`config.mk`:
```
export PLATFORM = sky130hd
export DESIGN_NAME = colourTileBoard
export DESIGN_NICKNAME = d
export VERILOG_FILES = /design/src/rtl/panelPkg.sv /design/src/rtl/screenPkg.sv /design/src/rtl/colourTileBoard.sv /design/src/rtl/panelControl.sv /design/src/rtl/tilePainter.sv /design/src/rtl/colourHistogram.sv /design/src/rtl/touchHistory.sv /design/src/rtl/tileTimers.sv /design/src/rtl/touchDecode.sv
export SDC_FILE = /design/constraint.sdc
export NUM_CORES = 1
export LEC_CHECK = 0
export ABC_AREA = 1
export CORE_UTILIZATION = 59
export CTS_CLUSTER_SIZE = 10
export DETAILED_ROUTE_END_ITERATION = 6
export DONT_BUFFER_PORTS = 1
export PLACE_DENSITY = 0.85
export SYNTH_ARGS = -nofsm -noshare
export SYNTH_HDL_FRONTEND = slang
export SYNTH_HIERARCHICAL = 1
export SYNTH_SLANG_ARGS = --single-unit
```
`constraint.sdc`:
```
create_clock -name Clock -period 3.11 [get_ports Clock]
set_clock_uncertainty 0.05 [all_clocks]
set_input_delay 0.311 -clock Clock [delete_from_list [all_inputs] [get_ports Clock]]
set_output_delay 0.311 -clock Clock [all_outputs]
set_load 0.005 [all_outputs]
```
`src/rtl/panelPkg.sv`:
```
// touch panel and seven-segment display definitions
// digit codes, tick period and the hex glyph table

package panelPkg;

	// raw touch-panel coordinate
	typedef logic [11:0] touchCoord;

	// one second at 50 MHz
	localparam int unsigned defaultTickCycles = 50_000_000;

	// 0 to 15 show a hex glyph
	typedef logic [4:0] digitCode;
	localparam digitCode blankDigit = 5'h1F;

	localparam int digitCount = 8;

	// active low, segment a in bit 0
	typedef logic [6:0] segmentPattern;

	localparam segmentPattern hexGlyph [16] = '{
		7'h40, // 0
		7'h79, // 1
		7'h24, // 2
		7'h30, // 3
		7'h19, // 4
		7'h12, // 5
		7'h02, // 6
		7'h78, // 7
		7'h00, // 8
		7'h10, // 9
		7'h08, // A
		7'h03, // b
		7'h46, // C
		7'h21, // d
		7'h06, // E
		7'h0E  // F
	};

endpackage

```
`src/rtl/screenPkg.sv`:
```
// screen geometry and tile types for the colour tile board
// two rows of four tiles on an 800x480 panel

package screenPkg;

	// two rows of four
	localparam int tileCount = 8;

	// bit 2 is the row, bits 1:0 the column
	typedef logic [2:0] tileIndex;

	// bit 2 red, bit 1 green, bit 0 blue
	typedef logic [2:0] tileColour;

	typedef logic [7:0] colourLevel;
	typedef logic [9:0] pixelCoord;

	// tile and screen size in pixels
	localparam pixelCoord tileWidth = 10'd200;
	localparam pixelCoord tileHeight = 10'd240;
	localparam pixelCoord screenWidth = 10'd800;
	localparam pixelCoord screenHeight = 10'd480;

endpackage
```
`src/rtl/colourTileBoard.sv`:
```
// colour tile board top level
// eight timed colour tiles on a touch screen, with touch history
// and colour histogram shown on eight seven-segment digits

`timescale 1ns/1ps

module colourTileBoard #(
	parameter int unsigned TickCycles = panelPkg::defaultTickCycles
) (
	input logic Clock,
	input logic Resetn,
	input logic touchValid,
	input panelPkg::touchCoord touchX,
	input panelPkg::touchCoord touchY,
	input screenPkg::pixelCoord pixelX,
	input screenPkg::pixelCoord pixelY,
	output screenPkg::colourLevel pixelRed,
	output screenPkg::colourLevel pixelGreen,
	output screenPkg::colourLevel pixelBlue,
	input logic histogramMode,
	output panelPkg::segmentPattern segmentsN [panelPkg::digitCount]
);

	logic hitValid;
	screenPkg::tileIndex hitTile;
	screenPkg::tileColour tileColours [screenPkg::tileCount];
	panelPkg::digitCode historyDigits [panelPkg::digitCount];
	panelPkg::digitCode countDigits [panelPkg::digitCount];

	touchDecode touchDecodeUnit (
		.Clock(Clock),
		.Resetn(Resetn),
		.touchValid(touchValid),
		.touchX(touchX),
		.touchY(touchY),
		.hitValid(hitValid),
		.hitTile(hitTile)
	);

	tileTimers #(
		.TickCycles(TickCycles)
	) tileTimersUnit (
		.Clock(Clock),
		.Resetn(Resetn),
		.hitValid(hitValid),
		.hitTile(hitTile),
		.tileColours(tileColours)
	);

	touchHistory touchHistoryUnit (
		.Clock(Clock),
		.Resetn(Resetn),
		.hitValid(hitValid),
		.hitTile(hitTile),
		.histogramMode(histogramMode),
		.historyDigits(historyDigits)
	);

	colourHistogram colourHistogramUnit (
		.Clock(Clock),
		.Resetn(Resetn),
		.tileColours(tileColours),
		.countDigits(countDigits)
	);

	// display controller side
	tilePainter tilePainterUnit (
		.Clock(Clock),
		.Resetn(Resetn),
		.pixelX(pixelX),
		.pixelY(pixelY),
		.tileColours(tileColours),
		.pixelRed(pixelRed),
		.pixelGreen(pixelGreen),
		.pixelBlue(pixelBlue)
	);

	panelControl panelControlUnit (
		.Clock(Clock),
		.Resetn(Resetn),
		.histogramMode(histogramMode),
		.historyDigits(historyDigits),
		.countDigits(countDigits),
		.segmentsN(segmentsN)
	);

endmodule

```
`src/rtl/panelControl.sv`:
```
// panel control
// picks history or colour counts for the eight digits and encodes them
// into registered active-low segment patterns

`timescale 1ns/1ps

module panelControl (
	input logic Clock,
	input logic Resetn,
	input logic histogramMode,
	input panelPkg::digitCode historyDigits [panelPkg::digitCount],
	input panelPkg::digitCode countDigits [panelPkg::digitCount],
	output panelPkg::segmentPattern segmentsN [panelPkg::digitCount]
);

	// codes 16 and up show nothing
	function automatic panelPkg::segmentPattern glyphFor(input panelPkg::digitCode code);
		if (code[4]) begin
			return '1;
		end
		return panelPkg::hexGlyph[code[3:0]];
	endfunction

	panelPkg::digitCode shown [panelPkg::digitCount];

	// mode selects the source for all digits at once
	always_comb begin
		for (int d = 0; d < panelPkg::digitCount; d++) begin
			shown[d] = histogramMode ? countDigits[d] : historyDigits[d];
		end
	end

	always_ff @(posedge Clock or negedge Resetn) begin
		if (!Resetn) begin
			// all segments off
			for (int d = 0; d < panelPkg::digitCount; d++) begin
				segmentsN[d] <= '1;
			end
		end else begin
			for (int d = 0; d < panelPkg::digitCount; d++) begin
				segmentsN[d] <= glyphFor(shown[d]);
			end
		end
	end

endmodule

```
`src/rtl/tilePainter.sv`:
```
// tile painter
// answers a pixel request with the RGB of the tile under it, one cycle later
// pixels beyond the 800x480 area are black

`timescale 1ns/1ps

module tilePainter (
	input logic Clock,
	input logic Resetn,
	input screenPkg::pixelCoord pixelX,
	input screenPkg::pixelCoord pixelY,
	input screenPkg::tileColour tileColours [screenPkg::tileCount],
	output screenPkg::colourLevel pixelRed,
	output screenPkg::colourLevel pixelGreen,
	output screenPkg::colourLevel pixelBlue
);

	logic [1:0] column;
	logic row;
	logic onScreen;
	screenPkg::tileColour colour;

	// column in 200 pixel steps
	always_comb begin
		if (pixelX < screenPkg::tileWidth) begin
			column = 2'd0;
		end else if (pixelX < screenPkg::pixelCoord'(2 * screenPkg::tileWidth)) begin
			column = 2'd1;
		end else if (pixelX < screenPkg::pixelCoord'(3 * screenPkg::tileWidth)) begin
			column = 2'd2;
		end else begin
			column = 2'd3;
		end
	end

	// lower row from line 240
	assign row = (pixelY >= screenPkg::tileHeight);
	assign onScreen = (pixelX < screenPkg::screenWidth) && (pixelY < screenPkg::screenHeight);
	assign colour = tileColours[{row, column}];

	always_ff @(posedge Clock or negedge Resetn) begin
		if (!Resetn) begin
			pixelRed <= '0;
			pixelGreen <= '0;
			pixelBlue <= '0;
		end else begin
			// each colour bit spread over the full channel
			pixelRed <= {$bits(screenPkg::colourLevel){colour[2] & onScreen}};
			pixelGreen <= {$bits(screenPkg::colourLevel){colour[1] & onScreen}};
			pixelBlue <= {$bits(screenPkg::colourLevel){colour[0] & onScreen}};
		end
	end

endmodule

```
`src/rtl/colourHistogram.sv`:
```
// colour histogram
// registered count of tiles showing each colour value

`timescale 1ns/1ps

module colourHistogram (
	input logic Clock,
	input logic Resetn,
	input screenPkg::tileColour tileColours [screenPkg::tileCount],
	output panelPkg::digitCode countDigits [panelPkg::digitCount]
);

	// 0 to 8 tiles per colour
	logic [3:0] counts [panelPkg::digitCount];

	// one digit per colour value
	always_comb begin
		for (int c = 0; c < panelPkg::digitCount; c++) begin
			counts[c] = '0;
			for (int t = 0; t < screenPkg::tileCount; t++) begin
				counts[c] = counts[c] + 4'(tileColours[t] == screenPkg::tileColour'(c));
			end
		end
	end

	always_ff @(posedge Clock or negedge Resetn) begin
		if (!Resetn) begin
			for (int c = 0; c < panelPkg::digitCount; c++) begin
				countDigits[c] <= '0;
			end
		end else begin
			for (int c = 0; c < panelPkg::digitCount; c++) begin
				countDigits[c] <= panelPkg::digitCode'(counts[c]);
			end
		end
	end

endmodule

```
`src/rtl/touchHistory.sv`:
```
// touch history
// last eight distinct touched tiles, newest in entry 0
// frozen while histogram mode is on

`timescale 1ns/1ps

module touchHistory (
	input logic Clock,
	input logic Resetn,
	input logic hitValid,
	input screenPkg::tileIndex hitTile,
	input logic histogramMode,
	output panelPkg::digitCode historyDigits [panelPkg::digitCount]
);

	panelPkg::digitCode hitCode;
	logic shiftIn;

	assign hitCode = panelPkg::digitCode'(hitTile);

	// a blank entry 0 never equals a tile code
	assign shiftIn = hitValid && !histogramMode && (historyDigits[0] != hitCode);

	always_ff @(posedge Clock or negedge Resetn) begin
		if (!Resetn) begin
			for (int i = 0; i < panelPkg::digitCount; i++) begin
				historyDigits[i] <= panelPkg::blankDigit;
			end
		end else if (shiftIn) begin
			// oldest entry drops off the end
			for (int i = panelPkg::digitCount - 1; i > 0; i--) begin
				historyDigits[i] <= historyDigits[i - 1];
			end
			historyDigits[0] <= hitCode;
		end
	end

endmodule

```
`src/rtl/tileTimers.sv`:
```
// tile timers
// one period counter and one colour per tile, colour steps on each timeout
// a touch restarts the touched tile and holds the rest for that cycle

`timescale 1ns/1ps

module tileTimers #(
	parameter int unsigned TickCycles = panelPkg::defaultTickCycles
) (
	input logic Clock,
	input logic Resetn,
	input logic hitValid,
	input screenPkg::tileIndex hitTile,
	output screenPkg::tileColour tileColours [screenPkg::tileCount]
);

	localparam int TimerWidth = $clog2(TickCycles);

	logic [TimerWidth-1:0] timers [screenPkg::tileCount];
	logic terminal [screenPkg::tileCount];

	// last count of the period
	always_comb begin
		for (int i = 0; i < screenPkg::tileCount; i++) begin
			terminal[i] = (timers[i] == TimerWidth'(TickCycles - 1));
		end
	end

	always_ff @(posedge Clock or negedge Resetn) begin
		if (!Resetn) begin
			for (int i = 0; i < screenPkg::tileCount; i++) begin
				timers[i] <= '0;
				// tile i starts at colour i
				tileColours[i] <= screenPkg::tileColour'(i);
			end
		end else begin
			for (int i = 0; i < screenPkg::tileCount; i++) begin
				if (terminal[i]) begin
					// timeout wins over a touch, colour wraps 7 to 0
					timers[i] <= '0;
					tileColours[i] <= tileColours[i] + screenPkg::tileColour'(1);
				end else if (hitValid) begin
					// touched tile restarts, others stand still
					if (hitTile == screenPkg::tileIndex'(i)) begin
						timers[i] <= '0;
					end
				end else begin
					timers[i] <= timers[i] + TimerWidth'(1);
				end
			end
		end
	end

endmodule

```
`src/rtl/touchDecode.sv`:
```
// touch decode
// registers the touch strobe and maps panel coordinates to a tile index

`timescale 1ns/1ps

module touchDecode (
	input logic Clock,
	input logic Resetn,
	input logic touchValid,
	input panelPkg::touchCoord touchX,
	input panelPkg::touchCoord touchY,
	output logic hitValid,
	output screenPkg::tileIndex hitTile
);

	// strobe is delayed one cycle
	always_ff @(posedge Clock or negedge Resetn) begin
		if (!Resetn) begin
			hitValid <= 1'b0;
		end else begin
			hitValid <= touchValid;
		end
	end

	// top y bit picks the row, top two x bits the column
	// only meaningful while hitValid is high
	always_ff @(posedge Clock) begin
		hitTile <= {touchY[11], touchX[11:10]};
	end

endmodule

```
==> results.cfg <==
[setup_path]
worst_ep_required_time_ps = 3530
path_class = flop to flop
start_kind = flop
end_kind = flop
path_max_fanout = 6
critPathArrivalTime_ps = 3670

[global_routing]
antenna_found_initial = 3
grt_pass1_vias = 21400
grt_max_degree = 357
grt_pass1_wl_um = 103000
grt_util_all_layers_pct = 28.1
global_route.overflow_total = 0

[yosys]
yosys-top-cells-area = dfrtp_1, nand2_1, nand3_1
yosysWarnings = 6
synth-main-ff-cell = dfrtp_1
ys_seq_area_share_pct = 35.6
synth_area_um2 = 25500
synth_common_cells = nand2_1, nand3_1, nor2_1, inv_1, dfrtp_1
yosysTopAreaCell = dfrtp_1
synth_edf_count = 0
yosys.cell_types.count = 51
ys_async_sr_fraction_pct = 99.2
ys_seq_elements = 359
syn_inst = 3691
synth_top_cell_area_share_pct = 25.1
yosysMostFrequentCell = nand2_1
avgSynthCellArea_um2 = 6.92

[floorplan]
rows = 75
ios = 128
die-area_um2 = 44100
coreArea_um2 = 42300
fp.dieH_um = 210
initial_core_util_pct = 60.4
die_w_um = 210

[clocking]
cts-htree-levels = 2
hold_buffers = 6
cts_tree = done
cts_max_path_buffers = 3
cts_buffers = 44
cts_sinks = 359
clock_latency_ps = 570
root_buffer = clkbuf_16
clkTransAtPathRegs_ps = 60

[pwr]
power_density_nw_per_um2 = 454
peakVddDrop_mv = 0.395
fin_total_pwr_w = 0.0124
p_leak_nw = 13.4

[flow_run]
max_cap_violations = 0

[placed_design]
dp_hpwl_um = 42000
place_area_um2 = 25800
place_congestion = 0.938
port_buffers = 0

[drt]
route.detailed.wl_per_inst_um = 14.2
wl_um = 61100
dr.pass1.iters = 6
ant_nets = 0
viasPerCell = 5.48
drt-initial-drc-count = 2191
drc = 0
vias = 23500

[timing]
grt_setup_unrepaired = yes
setup_slack_ps = -144
drv_slew = 0
min_period_over_period_pct = 105
whs_ps = -572
setup_viol_count_final = 12
worst_slew_pin_slew_ps = 1490
fmax_ghz = 0.307
setup_tns_ps = -853
finalHoldViolations = 265
finalCriticalPeriod_ps = 3250
relSlewSlack_pct = 0.346

[run_status]
run_status = finished with violations
violations = hold timing, setup timing

[cells_and_area]
drive_gt1_share_pct = 12.3
fillers = 3592
fin_nets = 3854
area_delta_synth_final_pct = 7.03
fin_util_pct = 64.6
final_cell_area_um2 = 27300

[hold_path]
hp-class = input port to asynchronous set/reset pin
-- layout by cell type (no fill, tap or decap), types with 13 or more instances in the layout --
cell and instances:
nand2_1 1216, nand3_1 556, nor2_1 420, inv_1 348, dfrtp_1 252, dfstp_2 100, ha_1 83, o21ai_0 72
inv_2 59, buf_4 58, nand4_1 56, clkbuf_16 46, nor2_2 45, xor2_1 41, a21oi_1 26, clkbuf_1 25
nand2_2 25, or2_2 25, fa_1 24, o21bai_1 24, nor3_1 21, o21ai_1 21, nand3b_1 19, nand2_4 14
nor2_4 13
-- cells by family after synthesis --
logic type	count (synthesis)	synth area share, %
other	1	0.0147
adders and majority gates	122	6.92
buffers and inverters	538	9.60
and+or+nand+nor	2440	41.7
DFF	359	35.6
xor gates and xnor gates	52	1.78
AOI/OAI and AO/OA	179	4.36
-- worst paths after layout --
kind / from / end / slack, ps / cells past startpoint
max in group asynchronous: Resetn / touchDecodeUnit/hitValid / 2320 / 0
worst max register to register: tileTimersUnit/tileColours[18] / colourHistogramUnit/countDigits[16] / -140 / 10
min in group Clock: histogramMode / panelControlUnit/segmentsN[9] / 40 / 3
worst min-delay path: Resetn / tileTimersUnit/timers[203] / -570 / 0
worst max-delay path: tileTimersUnit/tileColours[18] / colourHistogramUnit/countDigits[16] / -140 / 10
worst min register to register: touchHistoryUnit/historyDigits[0] / touchHistoryUnit/historyDigits[0] / 420 / 2
-- area by class of cell --
class | count | area [um^2] | share of cell area [%]
repair buffers | 64 | 495 | 1.81
flip-flops and latches | 359 | 9100 | 33.3
multi-input cells | 2801 | 14100 | 51.6
inverters | 414 | 1570 | 5.73
well taps | 577 | 722 | 2.64
diodes | 2 | 5.00 | 0.0183
clock inverters | 5 | 36.3 | 0.133
clock buffers | 75 | 1300 | 4.75
-- metrics by stage --
stage | worst slack [ps] | instances
after floorplan | -2.21 | 3698
after global placement | -59.5 | 4198
after CTS | -95.9 | 4292
after global routing | -263 | 4296
final | -144 | 4297
after detailed placement | -125 | 4198
-- metal layers --
metal	share of wire, %	GRT usage [%]	vias up
met2	45	44.8	811
met3	6.4	3.99	114
met4	2.6	9.09	2
met1	46	39.4	11000
li1	-	-	11600
met5	0.021	0	-
-- worst max-delay path: stages, from the launching register on --
cell and delay [ps]:
dfstp_2 600, nor3_2 70, fa_1 500, inv_2 40, fa_1 510, inv_2 40
fa_1 540, ha_2 180, inv_2 40, fa_2 540, inv_2 30
-- flip-flops by register name (all words and copies together) (netlist names) --
signal / cells
colourHistogramUnit/countDigits: 32
panelControlUnit/segmentsN: 56
tilePainterUnit/pixelBlue: 1
tilePainterUnit/pixelGreen: 1
tilePainterUnit/pixelRed: 1
tileTimersUnit/tileColours: 24
tileTimersUnit/timers: 208
touchDecodeUnit/hitTile: 3
touchDecodeUnit/hitValid: 1
touchHistoryUnit/historyDigits: 32
-- what timing repair did --
item	4_1_cts	5_1_grt
hold endpoints to repair	400	356
pin swaps	12	12
gates resized for setup	17	16
buffers inserted	8	3
setup endpoints to repair	16	16
-- power by group --
group | internal [W] | total [W] | leakage, nW | switching, W
registers | 0.00539 | 0.00587 | 4.59 | 0.000481
clock network | 0.00283 | 0.00482 | 0.646 | 0.00199
logic | 0.000593 | 0.00173 | 8.13 | 0.00114
total | 0.00882 | 0.0124 | 13.4 | 0.00361
(Power assumes the default switching activity.)
